## src/invaders_cfg.svh

```systemverilog
`ifndef INVADERS_CFG_SVH
`define INVADERS_CFG_SVH

//////////////////////////////////////////////////
// Playfield limits
//////////////////////////////////////////////////

// Side edges the alien boxes must stay inside
`define FIELD_LEFT   11'd5
`define FIELD_RIGHT  11'd635
// Laser centre row where alien shots end
`define FIELD_FLOOR  11'd445
// Alien centre row that counts as a landing
`define LAND_Y       11'd384

//////////////////////////////////////////////////
// Object sizes and motion
//////////////////////////////////////////////////

// Half sizes, box spans centre +/- half
`define ALIEN_HALF_W 11'd15
`define ALIEN_HALF_H 11'd8
`define LASER_HALF_W 11'd1
`define LASER_HALF_H 11'd5
// March step in pixels
`define STEP_X       11'd10
`define STEP_Y       11'd10
// Alien laser drop per frame
`define LASER_SPEED  11'd4
// Frames between march steps
`define STEP_FRAMES  12'd4

// Fleet size and home layout, one row
`define FLEET_COUNT  3
`define FLEET_X0     11'd100
`define FLEET_Y0     11'd60
`define FLEET_PITCH  11'd60

// Colours, packed blue/green/red
`define COLOR_ALIEN  8'hAA
`define COLOR_LASER  8'hFF
`define COLOR_BLANK  8'h00

`endif

```

## src/screen_pkg.sv

```systemverilog
`default_nettype none

package screen_pkg;

	//////////////////////////////////////////////////
	// Raster types
	//////////////////////////////////////////////////

	// Screen coordinate, wide enough for any x or y
	typedef logic [10:0] coord_t;

	// Colour byte
	// [7:6] blue, [5:3] green, [2:0] red
	typedef logic [7:0] color_t;

	// Game mode from the top-level game FSM
	// Title and ready hold objects at home
	// Play runs the frame updates
	// Over freezes the whole scene
	typedef enum logic [1:0] {
		MODE_TITLE = 2'd0,
		MODE_READY = 2'd1,
		MODE_PLAY  = 2'd2,
		MODE_OVER  = 2'd3
	} game_mode_t;

endpackage

`default_nettype wire

```

## src/fleet_pkg.sv

```systemverilog
`default_nettype none

package fleet_pkg;

	//////////////////////////////////////////////////
	// Fleet movement types
	//////////////////////////////////////////////////

	// Lateral direction of the whole fleet
	typedef enum logic {
		MARCH_RIGHT = 1'b0,
		MARCH_LEFT  = 1'b1
	} march_dir_t;

	// Step command sent to every alien
	// Down is issued instead of a lateral step at an edge
	typedef enum logic [1:0] {
		STEP_RIGHT = 2'd0,
		STEP_LEFT  = 2'd1,
		STEP_DOWN  = 2'd2
	} step_kind_t;

	// Frame counter for shot period and step rate
	typedef logic [11:0] frame_cnt_t;

endpackage

`default_nettype wire

```

## src/alien_ship.sv

```systemverilog
`include "invaders_cfg.svh"
`default_nettype none

module alien_ship
	import screen_pkg::*, fleet_pkg::*;
#(
	parameter coord_t home_x = `FLEET_X0,
	parameter coord_t home_y = `FLEET_Y0
) (
	input  wire         clk,
	input  wire         reset,
	input  game_mode_t  mode,
	input  coord_t      pixel_x,
	input  coord_t      pixel_y,
	input  coord_t      ship_laser_x,
	input  coord_t      ship_laser_y,
	input  frame_cnt_t  shoot_period,
	input  wire         barrier_hit,
	input  wire         step,
	input  step_kind_t  step_kind,
	input  march_dir_t  march_dir,
	output logic        alive,
	output logic        at_edge,
	output logic        landed,
	output logic        alien_px,
	output logic        laser_px
);

	// Alien centre
	coord_t pos_x;
	coord_t pos_y;
	// Laser centre and flight flag
	coord_t laser_x;
	coord_t laser_y;
	logic laser_active;
	// Frames since last shot
	frame_cnt_t shot_cnt;

	logic frame_tick;
	logic hold_home;
	logic hit;

	// One cycle per frame, only while playing
	assign frame_tick = (pixel_x == '0) && (pixel_y == '0) && (mode == MODE_PLAY);
	// Title and ready park the alien at home
	assign hold_home = reset || (mode == MODE_TITLE) || (mode == MODE_READY);

	// Player laser point inside alien box
	// Lower bounds written as a + half >= b to avoid wrap below zero
	assign hit = (ship_laser_x + `ALIEN_HALF_W >= pos_x)
		&& (ship_laser_x <= pos_x + `ALIEN_HALF_W)
		&& (ship_laser_y + `ALIEN_HALF_H >= pos_y)
		&& (ship_laser_y <= pos_y + `ALIEN_HALF_H);

	//////////////////////////////////////////////////
	// Edge and landing flags
	//////////////////////////////////////////////////

	always_comb begin
		at_edge = 1'b0;
		if (alive) begin
			// Would the next lateral step push the box past the field
			if (march_dir == MARCH_RIGHT)
				at_edge = (pos_x + `ALIEN_HALF_W + `STEP_X > `FIELD_RIGHT);
			else
				at_edge = (pos_x < `FIELD_LEFT + `ALIEN_HALF_W + `STEP_X);
		end
	end

	assign landed = alive && (pos_y >= `LAND_Y);

	//////////////////////////////////////////////////
	// Position, life and laser
	//////////////////////////////////////////////////

	always_ff @(posedge clk) begin
		if (hold_home) begin
			pos_x <= home_x;
			pos_y <= home_y;
			alive <= 1'b1;
			laser_x <= home_x;
			laser_y <= home_y;
			laser_active <= 1'b0;
			shot_cnt <= '0;
		end else begin
			// March step from the fleet controller
			if (step && alive) begin
				case (step_kind)
					STEP_RIGHT: pos_x <= pos_x + `STEP_X;
					STEP_LEFT:  pos_x <= pos_x - `STEP_X;
					STEP_DOWN:  pos_y <= pos_y + `STEP_Y;
					default:    pos_x <= pos_x;
				endcase
			end
			if (frame_tick && alive) begin
				if (hit) begin
					// Killed, its laser goes with it
					alive <= 1'b0;
					laser_active <= 1'b0;
				end else if (laser_active) begin
					// Drop until the floor is reached
					if (laser_y >= `FIELD_FLOOR)
						laser_active <= 1'b0;
					else
						laser_y <= laser_y + `LASER_SPEED;
				end else if (shot_cnt >= shoot_period) begin
					// Fire from the alien centre
					shot_cnt <= '0;
					laser_active <= 1'b1;
					laser_x <= pos_x;
					laser_y <= pos_y;
				end else begin
					shot_cnt <= shot_cnt + 12'd1;
				end
			end
			// Shot stopped by a barrier, any cycle of play
			if (barrier_hit && (mode == MODE_PLAY))
				laser_active <= 1'b0;
		end
	end

	//////////////////////////////////////////////////
	// Render
	//////////////////////////////////////////////////

	assign alien_px = alive
		&& (pixel_x + `ALIEN_HALF_W >= pos_x) && (pixel_x <= pos_x + `ALIEN_HALF_W)
		&& (pixel_y + `ALIEN_HALF_H >= pos_y) && (pixel_y <= pos_y + `ALIEN_HALF_H);

	// Only a laser in flight is drawn
	assign laser_px = laser_active
		&& (pixel_x + `LASER_HALF_W >= laser_x) && (pixel_x <= laser_x + `LASER_HALF_W)
		&& (pixel_y + `LASER_HALF_H >= laser_y) && (pixel_y <= laser_y + `LASER_HALF_H);

endmodule

`default_nettype wire

```

## src/fleet_march.sv

```systemverilog
`include "invaders_cfg.svh"
`default_nettype none

module fleet_march
	import screen_pkg::*, fleet_pkg::*;
(
	input  wire                     clk,
	input  wire                     reset,
	input  game_mode_t              mode,
	input  coord_t                  pixel_x,
	input  coord_t                  pixel_y,
	input  wire [`FLEET_COUNT-1:0]  at_edge,
	input  wire [`FLEET_COUNT-1:0]  landed,
	output logic                    step,
	output step_kind_t              step_kind,
	output march_dir_t              march_dir,
	output logic                    fleet_landed
);

	march_dir_t dir_next;
	frame_cnt_t step_cnt;
	logic frame_tick;
	logic hold_home;
	logic any_edge;

	assign frame_tick = (pixel_x == '0) && (pixel_y == '0) && (mode == MODE_PLAY);
	assign hold_home = reset || (mode == MODE_TITLE) || (mode == MODE_READY);

	// Any live alien touching a side or the landing row
	assign any_edge = |at_edge;
	assign fleet_landed = |landed;

	//////////////////////////////////////////////////
	// Step pulse and kind
	//////////////////////////////////////////////////

	// Last frame of each step period, halted after landing
	assign step = frame_tick && (step_cnt == `STEP_FRAMES - 12'd1) && !fleet_landed;

	// Edge forces a drop, otherwise keep marching
	assign step_kind = any_edge ? STEP_DOWN
		: ((march_dir == MARCH_RIGHT) ? STEP_RIGHT : STEP_LEFT);

	// Direction FSM, flips together with the drop
	always_comb begin
		dir_next = march_dir;
		if (step && any_edge) begin
			case (march_dir)
				MARCH_RIGHT: dir_next = MARCH_LEFT;
				MARCH_LEFT:  dir_next = MARCH_RIGHT;
				default:     dir_next = MARCH_RIGHT;
			endcase
		end
	end

	always_ff @(posedge clk) begin
		if (hold_home) begin
			march_dir <= MARCH_RIGHT;
			step_cnt <= '0;
		end else if (frame_tick) begin
			march_dir <= dir_next;
			// Wrap the frame counter every step period
			if (step_cnt == `STEP_FRAMES - 12'd1)
				step_cnt <= '0;
			else
				step_cnt <= step_cnt + 12'd1;
		end
	end

endmodule

`default_nettype wire

```

## src/pixel_mux.sv

```systemverilog
`include "invaders_cfg.svh"
`default_nettype none

module pixel_mux
	import screen_pkg::*;
(
	input  wire                     clk,
	input  wire                     reset,
	input  wire [`FLEET_COUNT-1:0]  alien_px,
	input  wire [`FLEET_COUNT-1:0]  laser_px,
	output color_t                  pixel_rgb,
	output logic                    pixel_on
);

	color_t rgb_next;
	logic on_next;

	//////////////////////////////////////////////////
	// Priority merge
	//////////////////////////////////////////////////

	// Lasers are drawn over ships
	always_comb begin
		if (|laser_px) begin
			rgb_next = `COLOR_LASER;
			on_next = 1'b1;
		end else if (|alien_px) begin
			rgb_next = `COLOR_ALIEN;
			on_next = 1'b1;
		end else begin
			// Nothing of the fleet here
			rgb_next = `COLOR_BLANK;
			on_next = 1'b0;
		end
	end

	// One stage, colour lands on the next scan cycle
	always_ff @(posedge clk) begin
		if (reset) begin
			pixel_rgb <= `COLOR_BLANK;
			pixel_on <= 1'b0;
		end else begin
			pixel_rgb <= rgb_next;
			pixel_on <= on_next;
		end
	end

endmodule

`default_nettype wire

```

## src/alien_fleet.sv

```systemverilog
`include "invaders_cfg.svh"
`default_nettype none

module alien_fleet
	import screen_pkg::*, fleet_pkg::*;
(
	input  wire                     clk,
	input  wire                     reset,
	input  game_mode_t              mode,
	input  coord_t                  pixel_x,
	input  coord_t                  pixel_y,
	input  coord_t                  ship_laser_x,
	input  coord_t                  ship_laser_y,
	input  frame_cnt_t              shoot_period,
	input  wire [`FLEET_COUNT-1:0]  barrier_hit,
	output color_t                  pixel_rgb,
	output logic                    pixel_on,
	output logic [`FLEET_COUNT-1:0] alive,
	output logic                    fleet_landed
);

	// March commands, shared by all aliens
	logic step;
	step_kind_t step_kind;
	march_dir_t march_dir;

	// Per-alien flags and pixel hits
	logic [`FLEET_COUNT-1:0] at_edge;
	logic [`FLEET_COUNT-1:0] landed;
	logic [`FLEET_COUNT-1:0] alien_px;
	logic [`FLEET_COUNT-1:0] laser_px;

	//////////////////////////////////////////////////
	// Alien row
	//////////////////////////////////////////////////

	for (genvar i = 0; i < `FLEET_COUNT; i++) begin : g_alien
		// Evenly spaced along one row
		alien_ship #(
			.home_x (coord_t'(`FLEET_X0 + i * `FLEET_PITCH)),
			.home_y (`FLEET_Y0)
		) u_alien_ship (
			.clk          (clk),
			.reset        (reset),
			.mode         (mode),
			.pixel_x      (pixel_x),
			.pixel_y      (pixel_y),
			.ship_laser_x (ship_laser_x),
			.ship_laser_y (ship_laser_y),
			.shoot_period (shoot_period),
			.barrier_hit  (barrier_hit[i]),
			.step         (step),
			.step_kind    (step_kind),
			.march_dir    (march_dir),
			.alive        (alive[i]),
			.at_edge      (at_edge[i]),
			.landed       (landed[i]),
			.alien_px     (alien_px[i]),
			.laser_px     (laser_px[i])
		);
	end

	// March controller
	fleet_march u_fleet_march (
		.clk          (clk),
		.reset        (reset),
		.mode         (mode),
		.pixel_x      (pixel_x),
		.pixel_y      (pixel_y),
		.at_edge      (at_edge),
		.landed       (landed),
		.step         (step),
		.step_kind    (step_kind),
		.march_dir    (march_dir),
		.fleet_landed (fleet_landed)
	);

	// Registered colour output
	pixel_mux u_pixel_mux (
		.clk       (clk),
		.reset     (reset),
		.alien_px  (alien_px),
		.laser_px  (laser_px),
		.pixel_rgb (pixel_rgb),
		.pixel_on  (pixel_on)
	);

endmodule

`default_nettype wire

```

## config.mk

```make
export PLATFORM = sky130hd
export DESIGN_NAME = alien_fleet
export DESIGN_NICKNAME = d
export VERILOG_FILES = /design/src/screen_pkg.sv /design/src/fleet_pkg.sv /design/src/alien_ship.sv /design/src/fleet_march.sv /design/src/pixel_mux.sv /design/src/alien_fleet.sv
export VERILOG_INCLUDE_DIRS = /design/src
export SDC_FILE = /design/constraint.sdc
export NUM_CORES = 1
export LEC_CHECK = 0
export ABC_AREA = 1
export BUFFER_PORTS_ARGS = -buffer_cell sky130_fd_sc_hd__buf_4
export CAP_MARGIN = 20
export CORE_MARGIN = 3
export CORE_UTILIZATION = 60
export DETAILED_ROUTE_END_ITERATION = 7
export PLACE_DENSITY = 0.77
export SYNTH_ARGS = -nofsm -noshare
export SYNTH_HDL_FRONTEND = slang
export SYNTH_HIERARCHICAL = 1
export SYNTH_SLANG_ARGS = --single-unit
```

## constraint.sdc

```tcl
create_clock -name clk -period 13.7 [get_ports clk]
set_input_delay 2.055 -clock clk [delete_from_list [all_inputs] [get_ports clk]]
set_output_delay 2.055 -clock clk [all_outputs]
set_load 0.02 [all_outputs]
```

==> results.tsv <==
stage	metric	value	unit
run_status	status	completed	
worst_setup_path	crit_family	simple AND/OR/NAND/NOR gates	
cells_and_area	mostFrequentLayoutCell	nand2_1	
routing	ant_nets	0	
clock_network	root_buffer	clkbuf_16	
worst_setup_path	worst_ep_arrival_time	6290	ps
clock_network	post_cts_buffers	0	
power	p_clk_share	38.4	%
cells_and_area	drive_gt1_share	6.50	%
clock_network	clkLatencyLatePin	470	ps
cells_and_area	areaGrowthSynthToFinish	5.92	%
floorplan	initial_core_util	61.2	%
synth	ys_types	69	
routing	drcViolationCount	0	
cells_and_area	fin_nets	4448	
routing	drt_iter0_drc	2276	
power	swShare	33.5	%
worst_setup_path	crit_type	flip-flop to flip-flop	
timing	rsz0062_at_grt	false	
global_routing	grtUsageTotal	33.0	%
timing	slew_headroom	25.0	%
timing	fin_tns_setup	0	ps
clock_network	cts_sinks	177	
power	p_per_area	51.2	mW/mm^2
worst_setup_path	path_common_cell	nor2_1	
clock_network	cts_made_buffers	17	
routing	wirelength	74200	um
floorplan	ioPinCount	76	
timing	hold_viol_final	0	
worst_setup_path	worst-path-buf-inv	4	
clock_network	clockBufferDepth	2	
synth	synth_seq_cells	177	
worst_setup_path	cp.required	14050	ps
worst_setup_path	critPathLaunchType	flip-flop	
worst_setup_path	cp-end-kind	flip-flop	
synth	syn_nets	4414	
timing	finalClockSkew	16.0	ps
flow_run	maxCapViolCount	0	
worst_setup_path	cp_slowest_cell	dfxtp_1	
timing	finalSetupViolCount	0	
placement	io_buffers	75	
floorplan	die_w	211	um
power	ir_drop	0.0823	mV
timing	post-route-min-period	5950	ps
floorplan	fp.dieH	211	um
timing	drv_slew	0	
power	p_seq_share	37.6	%
cells_and_area	post-route-util	64.9	%
routing	drtPass1Iterations	8	
timing	final.setup.worst_slack	7750	ps
power	comb_power_share	24.0	%
synth	synth-seq-area-share	14.0	%
global_routing	overflow	0	
worst_setup_path	critPathMaxFanout	12	
floorplan	die_area	0.0446	sq mm
global_routing	grt_pass1_wl	119000	um
power	p_sw	458	uW
placement	place_congestion	0.937	
placement	placed_cell_area	0.0261	sq mm
synth	synth_top_area_share	23.4	%
placement	pre_cts_slack	7940	ps
power	power.internal	909	uW
routing	vias	25600	
placement	dp_hpwl	57000	um
synth	syn_inst	3876	
clock_network	cts_tree	done	
synth	ys_warn_count	6	
cells_and_area	diodes	0	
global_routing	grt_pass1_vias	23000	
timing	worst-slew-pin-transition	1120	ps
global_routing	grt_antenna_before_repair	0	
cells_and_area	mostFrequentLayoutCells	nand2_1 (889), inv_1 (530), ha_1 (472), nor2_1 (397), a21oi_1 (268)	
clock_network	h-tree-depth	4	
routing	wl_per_cell	16.7	um
clock_network	cts_resized	0	
synth	synth.largest_area_cell	ha_1	
cells_and_area	fin_area	0.0267	sq mm
clock_network	clk_transition_reported_paths	80	ps
clock_network	hold_buffers	0	
power	p_total	1.37	mW
timing	max_freq	168	MHz
floorplan	fp-row-count	74	
synth	syn_avg_cell_area	6.51	sq um
floorplan	coreArea	0.0412	sq mm
routing	via_per_inst	5.74	
power	cellLeakagePower	13.4	nW
synth	netlist_area	0.0252	sq mm
timing	fin_crit_sh	43.4	%
synth	synth_area_leaders	ha_1 (23%), dfxtp_1 (14%), nand2_1 (13%)	
global_routing	grt_start_max_net_pins	39	
worst_setup_path	max_stage_delay	700	ps
worst_hold_path	hp-class	flip-flop to flip-flop	
through the flow:
stage | std cells | hold slack, ps
3_3_place_gp | 4423 | 457
2_1_floorplan | 3876 | 442
3_5_place_dp | 4423 | 456
4_1_cts | 4455 | 477
6_report | 4455 | 477
5_1_grt | 4455 | 506
layer usage:
| layer | track usage (%) | vias to the layer above | share of wire, % |
|---|---|---|---|
| li1 | - | 12900 | - |
| met5 | 0 | - | 0 |
| met2 | 53.4 | 945 | 44 |
| met1 | 45.0 | 11500 | 44 |
| met3 | 3.76 | 145 | 7.9 |
| met4 | 13.1 | 0 | 3.6 |
cells by family (layout without fill, tap and decap cells):
group                      Yosys count  count (layout)  synth area share [%]
and+or+nand+nor                   1894            1894                  34.2
buffers and inverters              619             666                  9.85
AOI/OAI and AO/OA                  519             519                  11.6
DFF                                177             177                  14.0
adders and majority gates          475             475                  23.6
xor gates and xnor gates           192             192                  6.66
cells in the mapped netlist (all sizes together):
cell / instances
o221ai: 2
o21ba: 1
o22ai: 1
o41ai: 1
inv: 551
o32ai: 1
a31oi: 8
o31ai: 5
nor3b: 4
nor3: 96
nand3b: 20
o31a: 1
clkbuf: 27
a41oi: 3
nand2: 912
xor2: 163
o2111ai: 13
nor2: 443
nor4: 13
a211oi: 4
a21oi: 275
or3: 2
or2: 6
o21ai: 145
fa: 3
ha: 472
a21o: 10
o311ai: 3
o21a: 10
and2: 6
a32o: 1
buf: 38
nand4: 134
and3: 3
clkinv: 3
dfxtp: 177
nand3: 255
o211a: 1
xnor2: 29
o211ai: 20
o311a: 1
o21bai: 13
cell type report:
cell class                      count  area (sq um)
Fill cell                        3955         14500
Timing Repair Buffer               80           601
Sequential cell                   177          3540
Clock buffer                       18           439
Multi-Input combinational cell   3080         19200
Tap cell                          532           666
Clock inverter                     14           173
Inverter                          554          2090
path summary, 6_finish.rpt:
check                                                                      from                                         endpoint  slack (ps)  cells past startpoint
worst max-delay path              g_alien[0].u_alien_ship/pos_x[1]$_SDFFE_PP0P_   g_alien[1].u_alien_ship/pos_x[10]$_SDFFE_PP0P_        7750                     26
worst min-delay path            g_alien[1].u_alien_ship/laser_x[7]$_SDFFE_PP1P_  g_alien[1].u_alien_ship/laser_x[7]$_SDFFE_PP1P_         480                      2
worst max register to register    g_alien[0].u_alien_ship/pos_x[1]$_SDFFE_PP0P_   g_alien[1].u_alien_ship/pos_x[10]$_SDFFE_PP0P_        7750                     26
worst min register to register  g_alien[1].u_alien_ship/laser_x[7]$_SDFFE_PP1P_  g_alien[1].u_alien_ship/laser_x[7]$_SDFFE_PP1P_         480                      2
state kept, by name, indices dropped and copies added (netlist names):
name / cells
g_alien.u_alien_ship/alive: 3
u_fleet_march/march_dir: 1
g_alien.u_alien_ship/laser_active: 3
g_alien.u_alien_ship/pos_x: 30
g_alien.u_alien_ship/pos_y: 30
g_alien.u_alien_ship/laser_x: 30
u_fleet_march/step_cnt: 12
g_alien.u_alien_ship/laser_y: 30
u_pixel_mux/pixel_rgb: 2
g_alien.u_alien_ship/shot_cnt: 36
power groups by stage:
stage / clock (mW) / combinational (mW) / sequential, mW
after global routing: 0.550 / 0.371 / 0.514
after CTS: 0.532 / 0.323 / 0.514
after floorplan: 0 / 0.208 / 0.527
final: 0.525 / 0.328 / 0.514
after global placement: 0 / 0.316 / 0.526
after detailed placement: 0 / 0.321 / 0.526
worst register-to-register path: stages (launching register included):
cell     delay (ps)
dfxtp_1         700
inv_1           300
ha_1            450
inv_1            80
nand2_1          50
nand3_1          70
nand3_1         100
nor2_2          130
nand3_1         100
nor2_1          160
nor2_1           60
nor2_1          110
a21oi_1          80
or3_1           600
nor2_1          530
inv_1           130
nor2_1          580
inv_1           180
ha_1            390
a21oi_1         210
o21ai_0         130
nand2_1          80
nand4_1         120
a21oi_1         150
o21ai_0         120
o21ai_0         180
a21oi_1          50
Note: power is estimated with default switching activity, not from simulation.
